--- src/hw/manchester_enc.sv ---
`timescale 1ns/1ps

module manchester_enc (
  input  logic CLK,
  input  logic RST,
  input  logic active,
  input  logic bit_in,
  input  logic eot,
  input  logic pulse,
  output logic tx_wire
);

  logic phase;  // high in the second half of a bit.
  logic [1:0] pulse_cnt;

  always_ff @(posedge CLK)
  begin
    if (!RST)
    begin
      phase <= 1'b0;
      pulse_cnt <= '0;
      tx_wire <= 1'b0;
    end
    else
    begin
      // half-bit phase follows bit_en from the frame start.
      if (active)
        phase <= !phase;
      else
        phase <= 1'b0;

      if (pulse)
      begin
        // link pulse, two clocks high then low.
        if (pulse_cnt != 2'd2)
          pulse_cnt <= pulse_cnt + 2'd1;
        tx_wire <= (pulse_cnt != 2'd2);
      end
      else
      begin
        pulse_cnt <= '0;
        if (!active)
          tx_wire <= 1'b0;
        else if (eot)
          tx_wire <= 1'b1;  // end of transmission high.
        else if (phase)
          tx_wire <= bit_in;
        else
          tx_wire <= !bit_in;
      end
    end
  end

endmodule

--- config.mk ---
export PLATFORM = sky130hd
export DESIGN_NAME = manchester_enc
export DESIGN_NICKNAME = d
export VERILOG_FILES = /design/src/hw/manchester_enc.sv
export SDC_FILE = /design/constraint.sdc
export NUM_CORES = 1
export LEC_CHECK = 0
export ABC_CLOCK_PERIOD_IN_PS = 2660
export BUFFER_PORTS_ARGS = -buffer_cell sky130_fd_sc_hd__buf_4
export CORE_AREA = 3 3 40 42
export DETAILED_ROUTE_END_ITERATION = 7
export DIE_AREA = 0 0 43 45
export PLACE_DENSITY = 0.39
export SLEW_MARGIN = 20
export SYNTH_ARGS = -nofsm -noshare
export SYNTH_HDL_FRONTEND = slang
export SYNTH_SLANG_ARGS = --single-unit
export TNS_END_PERCENT = 10
--- constraint.sdc ---
create_clock -name CLK -period 2.66 [get_ports CLK]
set_input_delay 0.532 -clock CLK [delete_from_list [all_inputs] [get_ports CLK]]
set_output_delay 0.532 -clock CLK [all_outputs]
set_load 0.03 [all_outputs]
After elaboration in Yosys (flattened, before gate mapping)
Index checks and enable logic that the tools add are counted.
Cells by class
  $add $sub $neg: 1
  equality and inequality tests: 1
  multiplexer cells: 4
  reduce and logical (&&, ||, !) cells: 4
Operator list (count)
  1-bit two-way mux: 4
  2-bit AND reduction: 2
  2-bit by 1-bit adder with 2-bit output (second input constant): 1
  1-bit zero test: 2
  2-bit != test (second input constant): 1
Storage, ports and cells
  register bits: 4
  bits of input ports: 6
  logic and storage cells: 13

Longest topological paths before layout
  depth after elaboration: 5
  mapped depth: 4

Worst setup path before layout
Ideal clock, no wire load.
  path type: register to register
  start: reg pulse_cnt[0]
  end: reg pulse_cnt[1]
  arrival: 0.934 ns
  data required time: 2.590 ns
  setup slack: 1.656 ns
  stages on the path, launching flop included: 5
  path through: dfxtp_1 -> inv_1 -> ha_1 -> or2_1 -> a21oi_1
Between the ends
  word-level cells in the longest chain between the ends: 1
  elaborated cells between the ends (all ways): 2
  classes of those cells: 1 x add/sub; 1 x eq/ne
Ends and longest elaborated chain
  start, declared: line 14  | logic [1:0] pulse_cnt;
  start signal, assigned: line 36  | pulse_cnt <= pulse_cnt + 2'd1;
  2-bit by 1-bit adder with 2-bit output or 2-bit != test (tied branches): line 36, 35
Several ways; a longest one is shown, not always the timed one.
A chain may end at the register's enable or synchronous reset.

Worst setup path in the final report
  start: reg tx_wire
  end: out tx_wire
RTL lines
  start, declared: line 10  | output logic tx_wire
  start signal, assigned: line 37  | tx_wire <= (pulse_cnt != 2'd2);
  start signal, assigned: line 47  | tx_wire <= bit_in;
  start signal, assigned: line 49  | tx_wire <= !bit_in;
No word-level cell between the ends.

==> results.cfg <==
[routing]
first_pass_iters = 2
wl_um = 338
viasPerCell = 3.571
drt_iter0_markers = 1
vias = 150
wl_per_cell_um = 8.048
drc = 0
drtAntennaViolNets = 0

[finish]
drive_above_1_share = 0.3333
layout.nets = 36
fillCellCount = 146
synthToLayoutAreaGrowth_pct = 51.11
diodes = 0

[clock_network]
cts_tree = done
cts_root_buf = clkbuf_4
h-tree-depth = 1
cts_resized = 0
numCtsBuffers = 3
clkTransAtPathRegs_ns = 0.04
clk_latency_ns = 0.23
cts_setup_buffers = 0
cts.sinks = 4
clock_path_buffers = 2
holdBufCountCts = 0

[power_and_ir_drop]
p_comb_frac = 0.136
peakVddDrop_mv = 0.1859
internal_power_w = 0.0001260
swShare = 0.2099
switchingPower_w = 0.00003348
p_total_w = 0.0001595
p_leak_nw = 0.1158
seqPwrFrac = 0.415
powerDensity_mw_per_mm2 = 624.9
p_clk_frac = 0.449

[floorplanning]
die_y_um = 45
core_area_mm2 = 0.001285
start_util = 0.1315
rows = 13
dieArea_mm2 = 0.001935
pin_count = 7
die_w_um = 43

[critical_path]
arrival_ns = 0.68
worstPathRequired_ns = 2.13
critical-path-top-delay-family = flip-flops
crit_chain = buf_4
cpMaxStageDelayCell = dfxtp_1
startpoint_type = flip-flop
max_stage_delay_ns = 0.30
critical_path_class = flip-flop to primary output
worstSetupEndpointType = primary output
cp_max_fo = 1
critPathBufInv = 1

[sta]
setup_viol = 0
grt_setup_unrepaired = false
slew_headroom = 0.8493
worstMarginPinSlew_ns = 0.2225
fmax_ghz = 0.8225
worst_slack_ns = 1.444
period_share = 0.4571
hold_violations = 0
fin_crit_ns = 1.216
fin_setup_tns_ns = 0
clock_skew_ns = 0.002359
slew_viol_final = 0

[global_routing]
grt.total_usage = 0.05250
grt_overflow = 0
grt_max_degree = 5
grt_pass1_wl_um = 662
antenna_found_initial = 0
grt_pass1_vias = 162

[placed_design]
io_buffers = 6
dpl_worst_slack_ns = 1.537
place_congestion = 0.7699

[yosys]
synth_cell_types = 11
ys_seq_elements = 4
ys_warn_count = 0
netlist_area_um2 = 168.9
syn_nets = 25
yosysSeqAreaShare = 0.4741
synth_cells = 18
synth_area_per_cell_um2 = 9.384

[worst_hold_path]
hp-class = flip-flop to flip-flop

[run_status]
status = complete, no violations

[flow_run]
cap_viol_max_count = 0
==> cell usage after synthesis <==
master	instances	area (um^2)
a21oi_1	1	5.000
dfxtp_1	4	80.08
ha_1	1	12.51
inv_1	1	3.750
nand2_1	3	11.26
nand3b_1	1	7.510
nand4b_1	1	8.760
nor2_1	2	7.510
o311ai_1	1	8.760
or2_1	1	6.260
xor2_1	2	17.52
==> kinds of logic after synthesis <==
group | after synthesis | synth area share
compound gates | 2 | 0.08146
xor+xnor | 2 | 0.1037
fa+ha+maj | 1 | 0.07406
flops | 4 | 0.4741
buf+inv | 1 | 0.02220
simple gates | 8 | 0.2445
==> path summary, 6_finish.rpt <==
| path | depth (start not counted) | slack (ns) | endpoint | startpoint |
|---|---|---|---|---|
| worst max register to register | 4 | 1.59 | pulse_cnt[1] | pulse_cnt[0] |
| worst min register to register | 1 | 0.43 | phase | phase |
| worst min-delay path | 1 | 0.43 | phase | phase |
| worst max-delay path | 1 | 1.44 | tx_wire | tx_wire |
==> registers in the layout (all words and copies together), names as in the netlist <==
signal,count
pulse_cnt,2
phase,1
tx_wire,1
==> metrics by stage <==
stage                     hold WS (ns)  instance area, um^2  utilization  std cells
after floorplan                 0.4097                168.9            -         18
after global placement          0.4233                232.7       0.1811         39
after detailed placement        0.4223                232.7       0.1811         39
after CTS                       0.4257                255.2       0.1986         42
after global routing            0.4711                255.2       0.1986         42
final                           0.4268                255.2       0.1986         42
==> cells in the final DEF, fill, tap and decap left out <==
master,count
ha_1,1
or2_1,1
nor2_1,2
o311ai_1,1
a21oi_1,1
clkbuf_4,3
nand4b_1,1
buf_4,6
nand2_1,3
nand3b_1,1
dfxtp_1,4
inv_1,1
xor2_1,2
==> metal layers <==
metal	vias up	wire (um)	track usage
met5	-	0	0
met3	0	65	0.06773
met4	0	0	0.03614
met1	61	172	0.04831
li1	80	-	-
met2	9	100	0.05988
==> power groups by stage <==
| stage | Combinational (W) | Clock, W | Sequential (W) |
|---|---|---|---|
| after floorplan | 0.00000809 | 0 | 0.0000698 |
| after global placement | 0.0000210 | 0 | 0.0000669 |
| after detailed placement | 0.0000218 | 0 | 0.0000672 |
| after CTS | 0.0000220 | 0.0000753 | 0.0000663 |
| after global routing | 0.0000242 | 0.0000834 | 0.0000667 |
| final | 0.0000217 | 0.0000715 | 0.0000663 |
==> final cells by class <==
type	instances	area, um^2	share of cell area
repair buffers	6	45.04	0.1765
clock buffers	3	22.52	0.08824
inverters	1	3.754	0.01471
well taps	15	18.77	0.07353
flip-flops and latches	4	80.08	0.3137
multi-input cells	13	85.08	0.3333
No activity file was read; power rests on OpenSTA's default activity.
