<file path="src/hw/eth_tx_pkg.sv">
package eth_tx_pkg;

  localparam int len_w = 11;  // byte count of one payload.
  localparam int word_w = 32;
  localparam int half_w = 16;
  localparam int crc_w = 32;

  typedef logic [len_w-1:0] len_t;
  typedef logic [word_w-1:0] word_t;
  typedef logic [half_w-1:0] half_t;
  typedef logic [crc_w-1:0] crc_t;

  // frame layout on the wire.
  localparam int preamble_octets = 7;
  localparam logic [7:0] preamble_byte = 8'h55;
  localparam logic [7:0] sfd_byte = 8'hD5;

  // bit times of idle high after the fcs.
  localparam int eot_bits = 2;

  // reflected ieee 802.3 polynomial, shifted lsb first.
  localparam crc_t crc_poly = 32'hEDB88320;
  localparam crc_t crc_init = '1;

endpackage

</file>
<file path="src/hw/tx_control.sv">
`timescale 1ns/1ps

module tx_control (
  input  logic CLK,
  input  logic RST,
  input  logic send_req,
  input  logic send_pulse,
  input  logic eot,
  output logic send_ack,
  output logic bit_en,
  output logic frame_rst_n,
  output logic pulse,
  output logic tx_active
);

  typedef enum logic [2:0] {
    st_idle,
    st_frame,
    st_end_high,
    st_pulse,
    st_ack,
    st_wait
  } ctl_state_t;

  ctl_state_t state;
  logic [1:0] cnt;  // end-high bit times or pulse clocks.

  always_ff @(posedge CLK)
  begin
    if (!RST)
    begin
      state <= st_idle;
      cnt <= '0;
      send_ack <= 1'b0;
      bit_en <= 1'b0;
      frame_rst_n <= 1'b0;
      pulse <= 1'b0;
      tx_active <= 1'b0;
    end
    else
    begin
      tx_active <= frame_rst_n;  // wire lags frame_rst_n by one clock.
      case (state)
        st_idle:
        begin
          cnt <= '0;
          if (send_req && send_pulse)
          begin
            pulse <= 1'b1;
            state <= st_pulse;
          end
          else if (send_req)
          begin
            frame_rst_n <= 1'b1;
            state <= st_frame;
          end
        end
        st_frame:
        begin
          bit_en <= !bit_en;
          if (eot)
            state <= st_end_high;
        end
        st_end_high:
        begin
          bit_en <= !bit_en;
          if (bit_en)
          begin
            cnt <= cnt + 2'd1;
            if (cnt == 2'(eth_tx_pkg::eot_bits - 1))
            begin
              bit_en <= 1'b0;
              frame_rst_n <= 1'b0;
              state <= st_ack;
            end
          end
        end
        st_pulse:
        begin
          cnt <= cnt + 2'd1;
          if (cnt == 2'd2)
          begin
            pulse <= 1'b0;
            state <= st_ack;
          end
        end
        st_ack:
        begin
          send_ack <= 1'b1;
          state <= st_wait;
        end
        default:
        begin
          // hold ack until the host lets go of the request.
          if (!send_req)
          begin
            send_ack <= 1'b0;
            state <= st_idle;
          end
        end
      endcase
    end
  end

endmodule

</file>
<file path="config.mk">
export PLATFORM = sky130hd
export DESIGN_NAME = tx_control
export DESIGN_NICKNAME = d
export VERILOG_FILES = /design/src/hw/eth_tx_pkg.sv /design/src/hw/tx_control.sv
export SDC_FILE = /design/constraint.sdc
export NUM_CORES = 1
export LEC_CHECK = 0
export BUFFER_PORTS_ARGS = -buffer_cell sky130_fd_sc_hd__buf_2
export CORE_ASPECT_RATIO = 0.8
export CORE_MARGIN = 5
export CORE_UTILIZATION = 25
export CTS_CLUSTER_SIZE = 20
export DETAILED_ROUTE_END_ITERATION = 8
export PLACE_DENSITY = 0.53
export SLEW_MARGIN = 40
export SYNTH_ARGS = -nofsm -noshare
export SYNTH_HDL_FRONTEND = slang
export SYNTH_SLANG_ARGS = --single-unit
</file>
<file path="constraint.sdc">
create_clock -name CLK -period 2.9 [get_ports CLK]
set_clock_uncertainty 0.05 [all_clocks]
set_input_delay 0.87 -clock CLK [delete_from_list [all_inputs] [get_ports CLK]]
set_output_delay 0.87 -clock CLK [all_outputs]
set_load 0.02 [all_outputs]
</file>
After elaboration in Yosys (flattened, before gate mapping)
Cells that the tools add are included.
- bitwise operators: 1
- div/mod/pow operators: 0
- reduce and logical (&&, ||, !) cells: 13
- $add $sub $neg: 1
- shifts and indexed selects: 0
- order comparisons: 0
- eq/ne operators: 16
- multiplexer cells: 23
- $mul: 0
- operators with widths (operator ; number):
    two-way mux 3 bit ; 7
    one-hot mux 3 bit (5 select lines) ; 1
    inequality test 2 bit, second input constant ; 7
    two-way mux 1 bit ; 9
    one-hot mux 1 bit (2 select lines) ; 4
    equality test 3 x 2 -> 1 bit, second input constant ; 2
    inequality test 6 x 1 -> 1 bit, second input constant ; 1
    one-hot mux 2 bit (3 select lines) ; 1
    AND reduction 6 bit ; 1
    nonzero test 2 bit ; 3
    AND reduction 5 bit ; 1
    AND reduction 2 bit ; 2
    OR reduction 4 bit ; 1
    equality test 3 x 1 -> 1 bit, second input constant ; 1
    equality test 3 bit, second input constant ; 1
    logical NOT 3 bit ; 1
    inequality test 3 bit, second input constant ; 1
    AND reduction 3 bit ; 1
    nonzero test 3 bit ; 1
    adder 2 x 1 -> 2 bit, second input constant ; 1
    equality test 2 x 1 -> 1 bit, second input constant ; 1
    equality test 2 bit, second input constant ; 1
    two-way mux 2 bit ; 1
    inequality test 2 x 1 -> 1 bit, second input constant ; 1
    other kinds (3) ; 3
- bits in latches: 0
- bits in writable memories: 0
- output and inout port bits: 5
- bits in registers: 10
- input bits: 5
- memories kept: 0
- logic and storage cells: 61
- bits in read-only memories: 0

Depth between registers and ports, before layout
- depth after elaboration: 4
- depth in mapped cells: 6
- gate-level depth less buffers: 6

Least setup slack after synthesis
No wires, ideal clock.
- kind: input port to flip-flop
- start: input send_req
- end: register state[0]
- path slack: 1.322 ns
- buffers on the path: 0
- cell stages on the path: 4
- library setup time: 0.119 ns
- data arrival time: 1.409 ns
- data required time: 2.731 ns
- path through: and2_4 o21ai_1 nand3_2 mux2i_1
- longest elaborated chain between the ends: 3
- elaborated cells on any way between the ends: 6
- those cells by class: eq/ne: 2; mux: 2; reduce/logical: 2
- RTL lines (item ; RTL line ; source):
    start, declared ; tx_control.sv:6 ; input logic send_req,
    logical AND 1 bit ; tx_control.sv:47 ; if (send_req && send_pulse)
    inequality test 3 bit (no source line) or two-way mux 3 bit (tied branches) ; -- ;
    AND reduction 6 bit (no source line) or one-hot mux 3 bit (5 select lines) (tied branches) ; -- ;
    end signal, assigned ; tx_control.sv:50 ; state <= st_pulse;
    end signal, assigned ; tx_control.sv:55 ; state <= st_frame;
    end signal, assigned ; tx_control.sv:62 ; state <= st_end_high;
    end, declared ; tx_control.sv:25 ; ctl_state_t state;
Several ways; a longest one is shown, not always the timed one.
A chain may end at the register's enable or synchronous reset.

Worst setup path in the final report
- start: register bit_en
- end: output bit_en
- RTL lines (item ; RTL line ; source):
    start, declared ; tx_control.sv:10 ; output logic bit_en,
    start signal, assigned ; tx_control.sv:60 ; bit_en <= !bit_en;
    start signal, assigned ; tx_control.sv:66 ; bit_en <= !bit_en;
No word-level cell between the ends.

==> flow_summary.yaml <==
outcome:
  status: "complete, no violations"
floorplan:
  rows: 16
  dieArea_sq_mm: 0.003525
  core_area_sq_mm: 0.002382
  chipWidth_um: 65.14
  io_pins: 10
  dieHeight_um: 54.11
  start_util: 0.2553
detailed_routing:
  drt_iter0_drc: 9
  first_pass_iters: 4
  dr_total_vias: 504
  wl_um: 1302
  drc: 0
  wl_per_cell_um: 12.40
  ant_nets: 0
  viasPerCell: 4.800
sta:
  setup_slack_ps: 1032
  maxSlewHeadroom: 0.6283
  drv_slew: 0
  fmax_mhz: 535.2
  finalCritPeriodShare: 0.6443
  period_needed_ps: 1868
  fin_tns_setup_ps: 0
  grt_setup_unrepaired: "false"
  hold_viol: 0
  finalSetupViolations: 0
  tightest_slew_ps: 556.7
cells_and_area:
  final_cell_mix: "dfxtp_1, nand2_1, buf_2"
  n_antenna_cell: 0
  final_common_cell: "dfxtp_1"
  layout-drive-gt1-share: 0.2692
  utilization: 0.2815
  nNetsFinal: 87
  fin_cells: 105
  fillers: 262
  area_growth_pct: 10.29
grt:
  grt_pass1_vias: 460
  grt_pass1_wl_um: 2042
  overflow: 0
  grt_usage: 0.07991
  antenna_found_initial: 0
  grt_max_degree: 16
worst_setup_path:
  r2r-end: "bit_en"
  path_cells: "buf_2"
  crit_buf_inv: 1
  arrival_ps: 950
  r2r_start: "state[0]"
  path_delay_family: "flip-flops"
  required_ps: 1980
  r2r_slack_ps: 1460
  crit_path_start_kind: "flop"
  r2r_cells: 4
  slowest_delay_ps: 470
  cp_slowest_cell: "dfxtp_1"
  critPathMaxFanout: 7
  critPathKind: "reg -> out"
  cp-end-kind: "output pin"
run:
  max-cap-violations: 0
place:
  dp.final_hpwl_um: 925.5
  place_ws_ps: 1132
  gp_congestion: 0.7594
  io_buffer_count: 9
  dp_cells: 102
cts:
  clk_latency_ps: 260
  post_cts_buffers: 0
  cts_buffers: 3
  clk_path_buf_depth: 2
  cts_num_sinks: 10
  cts_hold_buf: 0
  cts-resized-gates: 0
  cts_tree: "built"
  path_clk_slew_ps: 60
  cts_root_buf: "clkbuf_4"
  cts_htree_levels: 1
logic_synthesis:
  syn_nets: 77
  ys_warn_count: 0
  ys_seq_area_frac: 0.3292
  synth.distinct_cells: 28
  postSynthCellCount: 70
  avgSynthCellArea_sq_um: 8.687
  synth_area_sq_um: 608.1
  ys_ff_latch: 10
power:
  intPower_uw: 333.0
  powerDensity_mw_per_mm2: 850.5
  p_seq_frac: 0.423
  p_sw_frac: 0.4162
  peakVddDrop_mv: 0.3317
  switchingPower_uw: 237.4
  pwr-share-comb: 0.414
  p_leak_uw: 0.0002672
  clkPwrFrac: 0.163
worst_hold_path:
  min_to: "tx_active"
  hold_path_depth: 1
  hold_start: "frame_rst_n"
  worstHoldPathType: "reg -> reg"
## cell usage after synthesis, drive strengths merged
| library cell | count | area (sq um) |
|---|---|---|
| nand2b | 1 | 13.76 |
| o31ai | 1 | 7.510 |
| o21ai | 9 | 48.80 |
| nor3 | 4 | 20.02 |
| o22ai | 1 | 12.51 |
| dfxtp | 10 | 200.2 |
| and4bb | 1 | 12.51 |
| ha | 2 | 25.02 |
| buf | 3 | 33.78 |
| a21o | 1 | 8.760 |
| nand3 | 3 | 20.02 |
| a21boi | 3 | 22.52 |
| nand2 | 9 | 33.78 |
| inv | 3 | 11.26 |
| or3b | 1 | 8.760 |
| a211oi | 1 | 7.510 |
| xnor2 | 1 | 8.760 |
| nor2 | 4 | 15.01 |
| mux2i | 3 | 30.03 |
| and2b | 2 | 17.52 |
| a41oi | 1 | 8.760 |
| and2 | 4 | 27.53 |
| a21oi | 1 | 8.760 |
| clkbuf | 1 | 5.000 |
## metrics by stage
step,total power [uW],area (sq um),hold slack (ps)
after global placement,476.6,648.1,410.5
after CTS,579.1,670.6,434.6
after global routing,616.9,670.6,454.0
after floorplan,446.4,608.1,424.0
after detailed placement,482.9,648.1,422.2
final,570.4,670.6,427.5
## worst max-delay path by stage
stage                     slack [ps]      from  endpoint  cells past startpoint
after detailed placement        1130  send_req  state[0]                      5
after global placement          1150  send_req  state[0]                      5
after floorplan                 1320  send_req  state[0]                      4
after global routing             950    bit_en    bit_en                      1
after CTS                       1000    bit_en    bit_en                      1
final                           1030    bit_en    bit_en                      1
## cells by family (layout without fill, tap and decap cells)
logic type,count (synthesis),count (layout),synth area share
buf+inv,7,15,0.08229
flops,10,10,0.3292
simple gates,29,29,0.2778
fa+ha+maj,2,2,0.04115
compound gates,18,18,0.2058
xor+xnor,1,1,0.01441
mux,3,3,0.04938
## state kept, by name, summed over array words and instances, names as in the netlist
signal,count
state,3
cnt,2
bit_en,1
frame_rst_n,1
pulse,1
send_ack,1
tx_active,1
## routing by layer
| metal | vias to the layer above | part of all wire | global-route usage |
|---|---|---|---|
| met5 | - | 0 | 0 |
| met4 | 0 | 0.0092 | 0.03103 |
| met3 | 2 | 0.062 | 0.03758 |
| met2 | 11 | 0.44 | 0.1239 |
| met1 | 231 | 0.49 | 0.09658 |
| li1 | 260 | - | - |
## cell type report
type	count	area (sq um)	share of cell area
multi-input cells	53	357.8	0.5336
clock buffers	3	22.52	0.03358
well taps	27	33.78	0.05037
inverters	3	11.26	0.01679
repair buffers	9	45.04	0.06716
flip-flops and latches	10	200.2	0.2985
## power groups by stage
stage	logic, uW	registers (uW)	clock network, uW
final	236	241	92.9
after CTS	239	242	98.5
after detailed placement	239	244	0
after floorplan	227	220	0
after global placement	236	241	0
after global routing	260	251	106
Power figures use the tool's default switching activity.
