### src/hw/eth_tx_pkg.sv
package eth_tx_pkg;

  localparam int len_w = 11;  // byte count of one payload.
  localparam int word_w = 32;
  localparam int half_w = 16;
  localparam int crc_w = 32;

  typedef logic [len_w-1:0] len_t;
  typedef logic [word_w-1:0] word_t;
  typedef logic [half_w-1:0] half_t;
  typedef logic [crc_w-1:0] crc_t;

  // frame layout on the wire.
  localparam int preamble_octets = 7;
  localparam logic [7:0] preamble_byte = 8'h55;
  localparam logic [7:0] sfd_byte = 8'hD5;

  // bit times of idle high after the fcs.
  localparam int eot_bits = 2;

  // reflected ieee 802.3 polynomial, shifted lsb first.
  localparam crc_t crc_poly = 32'hEDB88320;
  localparam crc_t crc_init = '1;

endpackage

### src/hw/crc_bus_if.sv
`timescale 1ns/1ps

interface crc_bus_if;

  logic clear;                 // load crc_init.
  logic data_bit;              // next payload bit, lsb first.
  logic write;
  logic halt;                  // freeze after the last payload bit.
  eth_tx_pkg::crc_t value;     // complemented register, the fcs.

  modport driver (output clear, output data_bit, output write, output halt);

  modport engine (input clear, input data_bit, input write, input halt, output value);

  modport monitor (input value);

endinterface

### src/hw/crc32_serial.sv
`timescale 1ns/1ps

module crc32_serial (
  input  logic      CLK,
  crc_bus_if.engine crc
);

  eth_tx_pkg::crc_t crc_q;
  logic fb;

  // feedback of the outgoing bit against the incoming one.
  assign fb = crc_q[0] ^ crc.data_bit;

  always_ff @(posedge CLK)
  begin
    if (crc.clear)
      crc_q <= eth_tx_pkg::crc_init;
    else if (crc.write && !crc.halt)
    begin
      if (fb)
        crc_q <= {1'b0, crc_q[31:1]} ^ eth_tx_pkg::crc_poly;
      else
        crc_q <= {1'b0, crc_q[31:1]};
    end
  end

  // fcs is the inverted remainder.
  assign crc.value = ~crc_q;

endmodule

### src/flat_wrapper.sv
// flat-port wrapper written by rule: the top's interface ports become plain ports
module crc32_serial_flat 
  (CLK, crc_clear, crc_data_bit, crc_write, crc_halt, crc_value);
  crc_bus_if crc_i ();
  input  logic CLK;
  input wire logic [$bits(crc_i.clear)-1:0] crc_clear;
  input wire logic [$bits(crc_i.data_bit)-1:0] crc_data_bit;
  input wire logic [$bits(crc_i.write)-1:0] crc_write;
  input wire logic [$bits(crc_i.halt)-1:0] crc_halt;
  output wire logic [$bits(crc_i.value)-1:0] crc_value;
  assign crc_i.clear = crc_clear;
  assign crc_i.data_bit = crc_data_bit;
  assign crc_i.write = crc_write;
  assign crc_i.halt = crc_halt;
  assign crc_value = crc_i.value;
  crc32_serial u_core (.CLK(CLK), .crc(crc_i));
endmodule
### config.mk
export PLATFORM = sky130hd
export DESIGN_NAME = crc32_serial_flat
export DESIGN_NICKNAME = d
export VERILOG_FILES = /design/src/hw/eth_tx_pkg.sv /design/src/hw/crc_bus_if.sv /design/src/hw/crc32_serial.sv /design/src/flat_wrapper.sv
export SDC_FILE = /design/constraint.sdc
export NUM_CORES = 1
export LEC_CHECK = 0
export ABC_AREA = 1
export ABC_CLOCK_PERIOD_IN_PS = 1100
export BUFFER_PORTS_ARGS = -buffer_cell sky130_fd_sc_hd__buf_2
export CORE_MARGIN = 2
export CORE_UTILIZATION = 45
export CTS_CLUSTER_SIZE = 14
export DETAILED_ROUTE_END_ITERATION = 7
export PLACE_DENSITY = 0.69
export SLEW_MARGIN = 20
export SYNTH_ARGS = -nofsm -noshare
export SYNTH_HDL_FRONTEND = slang
export SYNTH_SLANG_ARGS = --single-unit
### constraint.sdc
create_clock -name CLK -period 1.1 [get_ports CLK]
set_input_delay 0.11 -clock CLK [delete_from_list [all_inputs] [get_ports CLK]]
set_output_delay 0.11 -clock CLK [all_outputs]
set_load 0.005 [all_outputs]
==> After elaboration in Yosys (flattened, before gate mapping) <==
Cells that the tools add are included.
{ "totals": {"in_bits": 5, "register_bits": 32} }
{ "op_classes": {"n_bitwise": 3, "n_reduce_logical": 2, "muxes": 1} }
{ "op_table": {"columns": ["cell", "count"], "rows": [
  ["32-bit 2-to-1 mux", 1],
  ["32-bit NOT", 1],
  ["13-bit NOT with 14-bit output", 1],
  ["1-bit logical AND", 1],
  ["1-bit logical NOT", 1],
  ["1-bit bitwise XOR", 1]
]} }

==> Longest topological paths before layout <==
{ "logic_depth": {"word_depth": 2, "mapped_depth": 6, "depth_no_buf": 5} }

==> Worst setup path after synthesis <==
No wires, ideal clock.
{ "synth_path": {"kind": "flip-flop to flip-flop", "from": "register u_core.crc_q[0]", "to": "register u_core.crc_q[23]", "period_less_slack_ns": 0.942, "arrival_time_ns": 0.827, "setup_time_ns": 0.115, "path_buffers": 1, "path_stages_with_launch": 7, "setup_slack_ns": 0.158, "path_cell_list": "dfxtp_1 -> inv_2 -> nand2_4 -> buf_6 -> nand3_2 -> nand3_1 -> nand2_1"} }
{ "synth_via": {"elab_chain_len": 2} }
{ "synth_rtl": {"columns": ["item", "line_no", "rtl"], "rows": [
  ["start: declaration", "crc32_serial.sv:8", "eth_tx_pkg::crc_t crc_q;"],
  ["start signal: assignment", "crc32_serial.sv:17", "crc_q <= eth_tx_pkg::crc_init;"],
  ["start signal: assignment", "crc32_serial.sv:21", "crc_q <= {1'b0, crc_q[31:1]} ^ eth_tx_pkg::crc_poly;"],
  ["start signal: assignment", "crc32_serial.sv:23", "crc_q <= {1'b0, crc_q[31:1]};"],
  ["1-bit bitwise XOR", "crc32_serial.sv:12", "assign fb = crc_q[0] ^ crc.data_bit;"],
  ["32-bit 2-to-1 mux", "crc32_serial.sv:20", "if (fb)"]
]} }
No other way between the ends.
A chain may end at the register's enable or synchronous reset.

==> Worst setup path in the final report <==
{ "layout_path": {"from": "register u_core.crc_q[0]", "to": "output port crc_value[0]"} }
{ "layout_via": {"elab_chain_len": 1} }
{ "layout_rtl": {"columns": ["item", "line_no", "rtl"], "rows": [
  ["32-bit NOT", "crc32_serial.sv:28", "assign crc.value = ~crc_q;"],
  ["end: declaration", "flat_wrapper.sv:10", "output wire logic [$bits(crc_i.value)-1:0] crc_value;"]
]} }
No other way between the ends.

==> impl_metrics.env <==
export IMPL_status="finished clean"
export IMPL_worstPathRequired_ps=990
export IMPL_diodes=0
export IMPL_skew_ps=3.885
export IMPL_final_antenna_net_count=0
export IMPL_numCtsBuffers=5
export IMPL_max_freq_ghz=0.9522
export IMPL_drt_iter0_drc=44
export IMPL_largest_register_ffs=32
export IMPL_clock_sinks=32
export IMPL_critPathArrivalTime_ps=940
export IMPL_synth_cell_types=16
export IMPL_criticalPathCategory="register to primary output"
export IMPL_drc=0
export IMPL_hpwl_mm=2.022
export IMPL_antenna_found_initial=0
export IMPL_yosysSeqAreaShare_pct=41.49
export IMPL_worst_setup_path_start_kind="register"
export IMPL_yosys_top_cells_area="dfxtp_1 (41%), nand3_1 (9.7%), o211ai_2 (8.1%), nand2_1 (7.8%), inv_1 (7.5%)"
export IMPL_row_count=21
export IMPL_numPortBuffers=36
export IMPL_syn_inst=189
export IMPL_synth_seq_cells=32
export IMPL_routed_wl_mm=3.075
export IMPL_wl_per_cell_um=11.39
export IMPL_finalCriticalPeriod_ps=1050
export IMPL_ios=37
export IMPL_cp_top_family="flip-flops"
export IMPL_cts_buffer_depth=2
export IMPL_cts_tree="built"
export IMPL_nFillCells=339
export IMPL_power_switching_uw=691.1
export IMPL_hold_viol_final=0
export IMPL_worstPathMaxFanout=4
export IMPL_stdcell_count=270
export IMPL_area_delta_synth_final_pct=16.77
export IMPL_path_buf_inv=2
export IMPL_reg_largest_list="u_core.crc_q: 32 flops"
export IMPL_grt_first_pass_wirelength_mm=5.223
export IMPL_htreeDepth=2
export IMPL_track_usage_pct=16.70
export IMPL_syn_area_per_cell_um2=8.169
export IMPL_grt_max_degree=50
export IMPL_hold_class="primary input to register"
export IMPL_dr_pass1_iters=4
export IMPL_setup_viol=0
export IMPL_comb_power_share_pct=18.3
export IMPL_synth_top_area_share_pct=41.49
export IMPL_internal_power_uw=1739
export IMPL_fp_dieW_um=62.58
export IMPL_yosys_area_top_type="dfxtp_1"
export IMPL_seq_power_share_pct=53.1
export IMPL_cp_end_kind="primary output"
export IMPL_largest_register="u_core.crc_q"
export IMPL_layout_drive_gt1_share_pct=34.38
export IMPL_sw_frac_of_total_pct=28.44
export IMPL_cap_violations=0
export IMPL_slowest_delay_ps=400
export IMPL_pre_cts_ws_ps=30.36
export IMPL_rsz0062_at_grt="true"
export IMPL_nets=228
export IMPL_vdd_drop_max_v=0.0009523
export IMPL_p_clk_share_pct=28.6
export IMPL_synth_area_mm2=0.001544
export IMPL_drv_slew=0
export IMPL_holdBufCountCts=0
export IMPL_slowest_stage="dfxtp_2"
export IMPL_fp_dieH_um=62.58
export IMPL_relSlewSlack_pct=76.08
export IMPL_core_area_mm2=0.003311
export IMPL_path_clk_slew_ps=90
export IMPL_clk_latency_ps=330
export IMPL_worst_slack_ps=49.82
export IMPL_grt_pass1_vias=1188
export IMPL_syn_nets=194
export IMPL_power_per_cell_area_mw_per_mm2=1348
export IMPL_p_leak_uw=0.001100
export IMPL_routed_via_density=4.930
export IMPL_fin_crit_sh_pct=95.47
export IMPL_cts_root_buf="clkbuf_4"
export IMPL_place_gp_congestion=0.7422
export IMPL_worstMarginPinSlew_ps=357.9
export IMPL_yosysWarnings=0
export IMPL_start_util_pct=46.64
export IMPL_crit_chain="inv_2 > buf_2"
export IMPL_gr_total_overflow=0
export IMPL_dieArea_mm2=0.003916
export IMPL_dp_cells=262
export IMPL_routed_via_count=1331
cell usage after synthesis, drive strengths merged:
library cell / number
a21oi: 13
buf: 11
clkbuf: 1
dfxtp: 32
inv: 36
nand2: 36
nand3: 40
nor2: 1
o211ai: 19
timing repair:
item | 4_1_cts | 5_1_grt
setup buffers | 0 | 0
endpoints found under the setup margin | 0 | 15
endpoints found under the hold margin | 0 | 0
resized for setup | 0 | 4
power by group through the flow:
stage / Clock, uW / Sequential, uW / Combinational (uW)
floorplan: 0 / 1300 / 326
detailed placement: 0 / 1310 / 443
global placement: 0 / 1310 / 440
finish: 696 / 1290 / 444
global route: 766 / 1300 / 503
CTS: 713 / 1290 / 445
layout make-up:
type	count	area, um2	area share, %
clock buffers	8	58.81	3.262
inverters	36	135.1	7.495
multi-input cells	109	681.9	37.82
flip-flops and latches	32	641.9	35.60
well taps	46	57.56	3.192
repair buffers	39	227.7	12.63
cell usage in the layout, fill, tap and decap left out:
cell / instances
a21oi_1: 13
dfxtp_1: 31
buf_12: 2
buf_4: 1
clkbuf_4: 5
buf_2: 36
nor2_4: 1
o211ai_1: 9
clkbuf_8: 1
dfxtp_2: 1
inv_2: 5
inv_1: 31
clkbuf_1: 2
nand2_1: 31
nand2_4: 3
o211ai_2: 10
nand3_1: 30
nand2_2: 2
nand3_2: 10
metal layers:
| layer | global-route usage [%] | vias to the layer above | routed length, um |
|---|---|---|---|
| met3 | 4.685 | 8 | 157 |
| li1 | - | 684 | - |
| met5 | 0 | - | 0 |
| met2 | 25.54 | 31 | 1317 |
| met4 | 8.333 | 0 | 63 |
| met1 | 21.58 | 608 | 1537 |
kinds of logic after synthesis:
logic type             count (synthesis)  share of synthesized area (%)
AND/OR/NAND/NOR                       77                          26.66
buffers and inverters                 48                          15.15
flip-flops                            32                          41.49
AO/OA/AOI/OAI                         32                          16.69
worst min-delay path, cell delays in order:
cell and delay (ps):
buf_2 90, inv_2 70, o211ai_1 90
per-stage QoR:
stage | TNS [ps] | hold WS, ps | area (um2) | utilization [%] | power, uW
2_1_floorplan | 0 | 205.8 | 1544 | - | 1631
3_3_place_gp | 0 | 405.8 | 1730 | 52.27 | 1753
3_5_place_dp | 0 | 411.9 | 1730 | 52.27 | 1758
4_1_cts | 0 | 65.84 | 1789 | 54.04 | 2446
5_1_grt | -33.16 | 92.04 | 1803 | 54.46 | 2572
6_report | 0 | 67.05 | 1803 | 54.46 | 2430
final timing paths:
check,start,end,slack [ps],depth (start not counted)
hold / removal,crc_clear,u_core.crc_q[28]$_SDFFE_PP1P_,70,3
hold reg to reg,u_core.crc_q[11]$_SDFFE_PP1P_,u_core.crc_q[11]$_SDFFE_PP1P_,470,2
setup reg to reg,u_core.crc_q[0]$_SDFFE_PP1P_,u_core.crc_q[20]$_SDFFE_PP1P_,100,5
setup / recovery,u_core.crc_q[0]$_SDFFE_PP1P_,crc_value[0],50,2
(Power assumes the default switching activity.)
