--- src/hw/eth_tx_pkg.sv ---
package eth_tx_pkg;

  localparam int len_w = 11;  // byte count of one payload.
  localparam int word_w = 32;
  localparam int half_w = 16;
  localparam int crc_w = 32;

  typedef logic [len_w-1:0] len_t;
  typedef logic [word_w-1:0] word_t;
  typedef logic [half_w-1:0] half_t;
  typedef logic [crc_w-1:0] crc_t;

  // frame layout on the wire.
  localparam int preamble_octets = 7;
  localparam logic [7:0] preamble_byte = 8'h55;
  localparam logic [7:0] sfd_byte = 8'hD5;

  // bit times of idle high after the fcs.
  localparam int eot_bits = 2;

  // reflected ieee 802.3 polynomial, shifted lsb first.
  localparam crc_t crc_poly = 32'hEDB88320;
  localparam crc_t crc_init = '1;

endpackage

--- src/hw/crc_bus_if.sv ---
`timescale 1ns/1ps

interface crc_bus_if;

  logic clear;                 // load crc_init.
  logic data_bit;              // next payload bit, lsb first.
  logic write;
  logic halt;                  // freeze after the last payload bit.
  eth_tx_pkg::crc_t value;     // complemented register, the fcs.

  modport driver (output clear, output data_bit, output write, output halt);

  modport engine (input clear, input data_bit, input write, input halt, output value);

  modport monitor (input value);

endinterface

--- src/hw/octet_bus_if.sv ---
`timescale 1ns/1ps

interface octet_bus_if;

  logic octet;                 // last bit_en of an octet.
  logic last_data;             // payload fully fed through the crc.
  eth_tx_pkg::half_t half;     // next halfword for the wire.
  logic run;                   // first halfword staged.

  modport source (output octet, output last_data, output half, output run);

  modport sink (input octet, input last_data, input half, input run);

endinterface

--- src/hw/tx_serializer.sv ---
`timescale 1ns/1ps

module tx_serializer (
  input  logic        CLK,
  input  logic        frame_rst_n,
  input  logic        bit_en,
  octet_bus_if.sink   octets,
  crc_bus_if.monitor  crc,
  output logic        bit_out,
  output logic        eot
);

  // preamble pairs loaded after the one held at reset, before the sfd pair.
  localparam int pre_loads = (eth_tx_pkg::preamble_octets - 3) / 2;

  localparam logic [15:0] pre_pair = {eth_tx_pkg::preamble_byte, eth_tx_pkg::preamble_byte};
  localparam logic [15:0] sfd_pair = {eth_tx_pkg::sfd_byte, eth_tx_pkg::preamble_byte};

  typedef enum logic [2:0] {
    s_pre,
    s_pay,
    s_fcs_hi,
    s_tail,
    s_eot
  } ser_state_t;

  ser_state_t state;
  logic [15:0] sreg;
  logic high;  // second octet of a pair.
  logic [1:0] pre_cnt;

  assign bit_out = sreg[0];

  always_ff @(posedge CLK)
  begin
    if (!frame_rst_n)
    begin
      sreg <= pre_pair;  // first two preamble octets.
      high <= 1'b0;
      pre_cnt <= '0;
      state <= s_pre;
      eot <= 1'b0;
    end
    else if (bit_en)
    begin
      sreg <= {1'b0, sreg[15:1]};
      if (octets.octet)
      begin
        high <= !high;
        if (high)
        begin
          case (state)
            s_pre:
            begin
              if (pre_cnt == 2'(pre_loads))
              begin
                sreg <= sfd_pair;
                state <= s_pay;
              end
              else
              begin
                sreg <= pre_pair;
                pre_cnt <= pre_cnt + 2'd1;
              end
            end
            s_pay:
            begin
              if (octets.last_data)
              begin
                sreg <= crc.value[15:0];  // fcs, low half first.
                state <= s_fcs_hi;
              end
              else if (octets.run)
                sreg <= {octets.half[7:0], octets.half[15:8]};
            end
            s_fcs_hi:
            begin
              sreg <= crc.value[31:16];
              state <= s_tail;
            end
            s_tail:
            begin
              eot <= 1'b1;  // last fcs bit has gone out.
              state <= s_eot;
            end
            default:
            begin
              state <= s_eot;
            end
          endcase
        end
      end
    end
  end

endmodule

--- src/flat_wrapper.sv ---
// flat-port wrapper written by rule: the top's interface ports become plain ports
module tx_serializer_flat 
  (CLK, frame_rst_n, bit_en, bit_out, eot, octets_octet, octets_last_data, octets_half, octets_run, crc_value);
  octet_bus_if octets_i ();
  crc_bus_if crc_i ();
  input  logic CLK;
  input  logic frame_rst_n;
  input  logic bit_en;
  output logic bit_out;
  output logic eot;
  input wire logic [$bits(octets_i.octet)-1:0] octets_octet;
  input wire logic [$bits(octets_i.last_data)-1:0] octets_last_data;
  input wire logic [$bits(octets_i.half)-1:0] octets_half;
  input wire logic [$bits(octets_i.run)-1:0] octets_run;
  input wire logic [$bits(crc_i.value)-1:0] crc_value;
  assign octets_i.octet = octets_octet;
  assign octets_i.last_data = octets_last_data;
  assign octets_i.half = octets_half;
  assign octets_i.run = octets_run;
  assign crc_i.value = crc_value;
  tx_serializer u_core (.CLK(CLK), .frame_rst_n(frame_rst_n), .bit_en(bit_en), .octets(octets_i), .crc(crc_i), .bit_out(bit_out), .eot(eot));
endmodule
--- config.mk ---
export PLATFORM = sky130hd
export DESIGN_NAME = tx_serializer_flat
export DESIGN_NICKNAME = d
export VERILOG_FILES = /design/src/hw/eth_tx_pkg.sv /design/src/hw/crc_bus_if.sv /design/src/hw/octet_bus_if.sv /design/src/hw/tx_serializer.sv /design/src/flat_wrapper.sv
export SDC_FILE = /design/constraint.sdc
export NUM_CORES = 1
export LEC_CHECK = 0
export BUFFER_PORTS_ARGS = -buffer_cell sky130_fd_sc_hd__buf_2
export CAP_MARGIN = 10
export CORE_MARGIN = 3
export CORE_UTILIZATION = 54
export DETAILED_ROUTE_END_ITERATION = 8
export PLACE_DENSITY = 0.9
export SYNTH_ARGS = -nofsm -noshare
export SYNTH_HDL_FRONTEND = slang
export SYNTH_SLANG_ARGS = --single-unit
--- constraint.sdc ---
create_clock -name CLK -period 1.87 [get_ports CLK]
set_input_delay 0.187 -clock CLK [delete_from_list [all_inputs] [get_ports CLK]]
set_output_delay 0.187 -clock CLK [all_outputs]
set_load 0.1 [all_outputs]
======== Word level (Yosys, flattened, before mapping) ========
Index checks and enable logic that the tools add are counted.
word-level totals
  bits in registers ....................... 23
  input bits .............................. 54
  output and inout port bits .............. 2
  word-level logic and storage cells ...... 28
cells by class
  add/sub/neg operators ................... 1
  equal/unequal tests ..................... 6
  multiplexer cells ....................... 9
  bitwise operators ....................... 1
  reductions and logical operators ........ 6
operators by type and width
  kind                                                   count
  two-way mux 16 bit                                     5
  case mux 16 bit (3 select lines)                       1
  AND reduction 5 bit                                    2
  case mux 3 bit (3 select lines)                        1
  equality test 3 x 2 -> 1 bit, second input constant    2
  two-way mux 3 bit                                      2
  AND reduction 4 bit                                    1
  equality test 3 x 1 -> 1 bit, second input constant    1
  logical NOT 3 bit                                      1
  adder 2 x 1 -> 2 bit, second input constant            1
  equality test 2 bit, second input constant             1
  inequality test 2 x 1 -> 1 bit, second input constant  1
  inequality test 2 bit, second input constant           1
  AND reduction 2 bit                                    1
  logical NOT 1 bit                                      1
  inverter 1 bit                                         1

======== Longest topological paths before layout ========
  depth in word-level cells ............... 5
  mapped depth ............................ 6
  mapped depth without buffers ............ 5

======== Worst setup path before layout ========
Ideal clock, no wire load.
  path type ............................... reg-to-reg
  start point ............................. register u_core.sreg[0] (netlist name)
  end point ............................... register u_core.sreg[0]
  library setup time ...................... 0.074 ns
  arrival time ............................ 1.196 ns
  required time ........................... 1.796 ns
  slack ................................... 0.600 ns
  stages on the path, launching flop included .. 3
  buffers on the path ..................... 0
  period minus slack after synthesis ...... 1.270 ns
  path through ............................ dfxtp_1 a21boi_0 o21ai_0
RTL lines
  element               line                 RTL
  to (signal assigned)  tx_serializer.sv:38  sreg <= pre_pair;
  to (signal assigned)  tx_serializer.sv:46  sreg <= {1'b0, sreg[15:1]};
  to (signal assigned)  tx_serializer.sv:57  sreg <= sfd_pair;
  to (decl)             tx_serializer.sv:28  logic [15:0] sreg;

======== Final worst setup path ========
  start point ............................. register u_core.state[1]
  end point ............................... register u_core.sreg[6]
on the way
  cells in the longest elaborated chain, start to end .. 4
  elaborated cells between the ends (all ways) .. 6
  those cells by class .................... eq/ne: 2; mux: 3; reduce/logical: 1
ends and longest elaborated chain
  element                                               line                 RTL
  from (decl)                                           tx_serializer.sv:27  ser_state_t state;
  from (signal assigned)                                tx_serializer.sv:41  state <= s_pre;
  from (signal assigned)                                tx_serializer.sv:58  state <= s_pay;
  from (signal assigned)                                tx_serializer.sv:71  state <= s_fcs_hi;
  equality test 3 x 2 -> 1 bit (tied with other cells)  tx_serializer.sv:52  case (state)
  case mux 16 bit (3 select lines) (*)                  tx_serializer.sv:52
  two-way mux 16 bit (*)                                tx_serializer.sv:50  if (high)
  two-way mux 16 bit (*)                                tx_serializer.sv:47  if (octets.octet)
  to (signal assigned)                                  tx_serializer.sv:46
  to (signal assigned)                                  tx_serializer.sv:57
  to (signal assigned)                                  tx_serializer.sv:62  sreg <= pre_pair;
Every way passes the cells marked *; elsewhere a longest branch is shown, timed or not.
A chain may end at the register's enable or synchronous reset.

==> results.md <==
* Initial Utilization at 59.50%
* Hold WC Path Type: in -> reg
* CP max stage cell: dfxtp_1
* Yosys warns at 0
* Worst Path Arrival at 1790 ps
* Status: complete, no violations
* Vias in the first global route at 1,542
* Synth unique cells at 47
* Antenna violations before repair at 0
* TritonCTS Buffers at 3
* H-tree depth at 1
* Average wire per cell in the routed design at 15.04 µm
* Clock power share at 24.0%
* Synthesized net count at 268
* WL final at 4.543 mm
* Detailed Route Iter0 Violations at 87
* DRT Pass-1 Iters at 4
* First-pass GRT wire length at 7.355 mm
* Number of gates resized after cts at 0
* Worst skew pair latency at 320 ps
* Diode count at 0
* Reg power frac at 52.7%
* CP max FO at 12
* WP data required at 2070 ps
* Largest net degree at the start of global routing at 35
* Top_reg_cell synth: dfxtp_1
* Clk_skew at 1.973 ps
* RSZ-0062 raised after global routing: no
* Peak supply drop at 445.8 µV
* CP delay by family, top: flip-flops
* DP HPWL at 3.212 mm
* GRT Overall Usage at 22.91%
* Setup ws final at 275.0 ps
* Comb power frac at 23.3%
* I/O Pins at 56
* Maximum clock rate at 0.6270 GHz
* Post-synth EDFFs at 0
* Crit-path cells: buf_4 > nor2b_1 > o21ai_0 > a31oi_1 > o221ai_1
* Worst slew pin tran at 571.5 ps
* Maxcap violations at 0
* Clk sinks at 23
* PD cells at 531.1 mW/mm²
* Power Internal at 0.7196 mW
* Final hold vios at 0
* # DRC at 0
* Mapped Cells at 213
* CTS tree: built
* Vias at 1,788
* Core footprint at 0.002877 mm²
* Flops & latches, synth at 23
* Root buffer cell: clkbuf_4
* Area delta synth->final at 14.84%
* PortBufs at 55
* Setup bufs post-CTS at 0
* Final TNS setup at 0 ps
* Clock period minus worst slack at 1595 ps
* Syn Area/Cell at 8.036 µm²
* Fill cell count at 249
* Final ANT Viol Nets at 0
* Routability Congestion at 0.8628
* Crit Path Class: reg -> reg
* Register area share after synthesis at 26.90%
* Buf/Inv on CP at 1
* Number of hold buffers added after cts at 0
* Async set or reset register ratio after synthesis at 0%
* CP max stage delay at 610 ps
* Via density at 5.921
* Dpl ws at 335.5 ps
* Nets at 316
* Psw at 0.3244 mW
* Nature of the critical path endpoint: flop
* CTS max path bufs at 2
* Share of post-route cells with drive strength above 1 at 26.92%
* Post-Syn Area at 0.001712 mm²
* GRT overflow at 0
* Cell row count at 19
* Die width at 62.30 µm
* Crit path launch type: flop
* Switching fraction of total power at 31.07%
* Die Span Y at 62.30 µm
* Pins Over Slew Limit at 0
* Die area at 0.003881 mm²
* LEAKAGE at 0.8930 nW
* Slew HR at 61.90%
* Period utilization at 85.29%
* # setup viols final at 0
* Register clock-pin slew on the reported worst setup and hold paths at 140 ps
## path summary, 6_finish.rpt
kind | start | slack (ps) | to | cells after the start
worst max-delay path | u_core.state[1] | 270 | u_core.sreg[6] | 5
worst min-delay path | crc_value[28] | 160 | u_core.sreg[12] | 3
worst max register to register | u_core.state[1] | 270 | u_core.sreg[6] | 5
worst min register to register | u_core.eot | 480 | u_core.eot | 1
## power by group through the flow
stage          registers, mW  clock network (mW)  logic (mW)
6_report               0.550               0.250       0.243
5_1_grt                0.553               0.261       0.270
4_1_cts                0.549               0.248       0.242
3_5_place_dp           0.560                   0       0.240
3_3_place_gp           0.559                   0       0.237
2_1_floorplan          0.567                   0       0.154
## layout make-up
| type | instances | area [µm²] | area share [%] |
|---|---|---|---|
| Multi-Input combinational cell | 156 | 1050 | 53.41 |
| Tap cell | 42 | 52.55 | 2.673 |
| Timing Repair Buffer | 60 | 312.8 | 15.91 |
| Sequential cell | 23 | 460.4 | 23.42 |
| Inverter | 17 | 63.81 | 3.246 |
| Clock buffer | 4 | 26.28 | 1.337 |
## layer usage
metal | wire (µm) | part of all wire (%) | up-vias | global-route usage (%)
met5 | 0 | 0 | - | 0
li1 | - | - | 891 | -
met3 | 374 | 8.2 | 4 | 3.964
met2 | 2132 | 47 | 86 | 36.16
met1 | 2008 | 44 | 807 | 32.74
met4 | 27 | 0.59 | 0 | 4.959
## registers in the layout (all words and copies together) (netlist names)
signal,cells
u_core.eot,1
u_core.high,1
u_core.pre_cnt,2
u_core.sreg,16
u_core.state,3
## cells in the mapped netlist (3+ instances only)
master	number	area (µm²)
a211o_1	6	52.55
clkbuf_1	7	26.28
clkbuf_8	4	55.05
mux2i_1	9	90.09
nor2_1	5	18.77
and2_1	3	18.77
and2b_1	3	22.52
a21boi_0	3	22.52
dfxtp_1	23	460.4
a31oi_1	9	56.30
nand2b_1	3	18.77
nand2_1	19	71.32
inv_1	17	63.81
nor2b_1	10	62.56
o221ai_1	16	140.1
a21oi_1	12	60.06
a221oi_1	5	43.79
o21ai_0	23	115.1
## tightest hold or removal path: stages
cell and delay [ps]:
buf_2 100, nor2_1 100, o31ai_1 70
## cells by family after synthesis
group | share of synthesized area, %
AOI/OAI and AO/OA | 34.57
and+or+nand+nor | 19.74
buffers and inverters | 11.77
DFF | 26.90
muxes | 5.263
xor gates and xnor gates | 1.024
adders and majority gates | 0.7309
## cells in the final DEF (no fill, tap or decap), types with 3 or more instances in the layout
master,count
a21oi_1,12
a221oi_1,5
clkbuf_4,3
o21ai_0,23
and2b_1,3
dfxtp_1,23
nor2b_1,10
nand2_1,19
and2_1,3
nand2b_1,3
nor2_1,5
buf_4,5
a31oi_1,9
a211o_1,6
buf_2,55
a21boi_0,3
o221ai_1,16
inv_1,17
mux2i_1,9
## through the flow
stage / instances / hold slack [ps] / cell area, µm² / utilization (%) / power [mW]
floorplan: 213 / 335.6 / 1712 / - / 0.7206
global placement: 298 / 447.3 / 1939 / 67.42 / 0.7963
detailed placement: 298 / 454.5 / 1939 / 67.42 / 0.8002
CTS: 302 / 155.7 / 1966 / 68.33 / 1.038
global route: 302 / 172.8 / 1966 / 68.33 / 1.085
finish: 302 / 162.4 / 1966 / 68.33 / 1.044
Note: power is estimated with default switching activity, not from simulation.
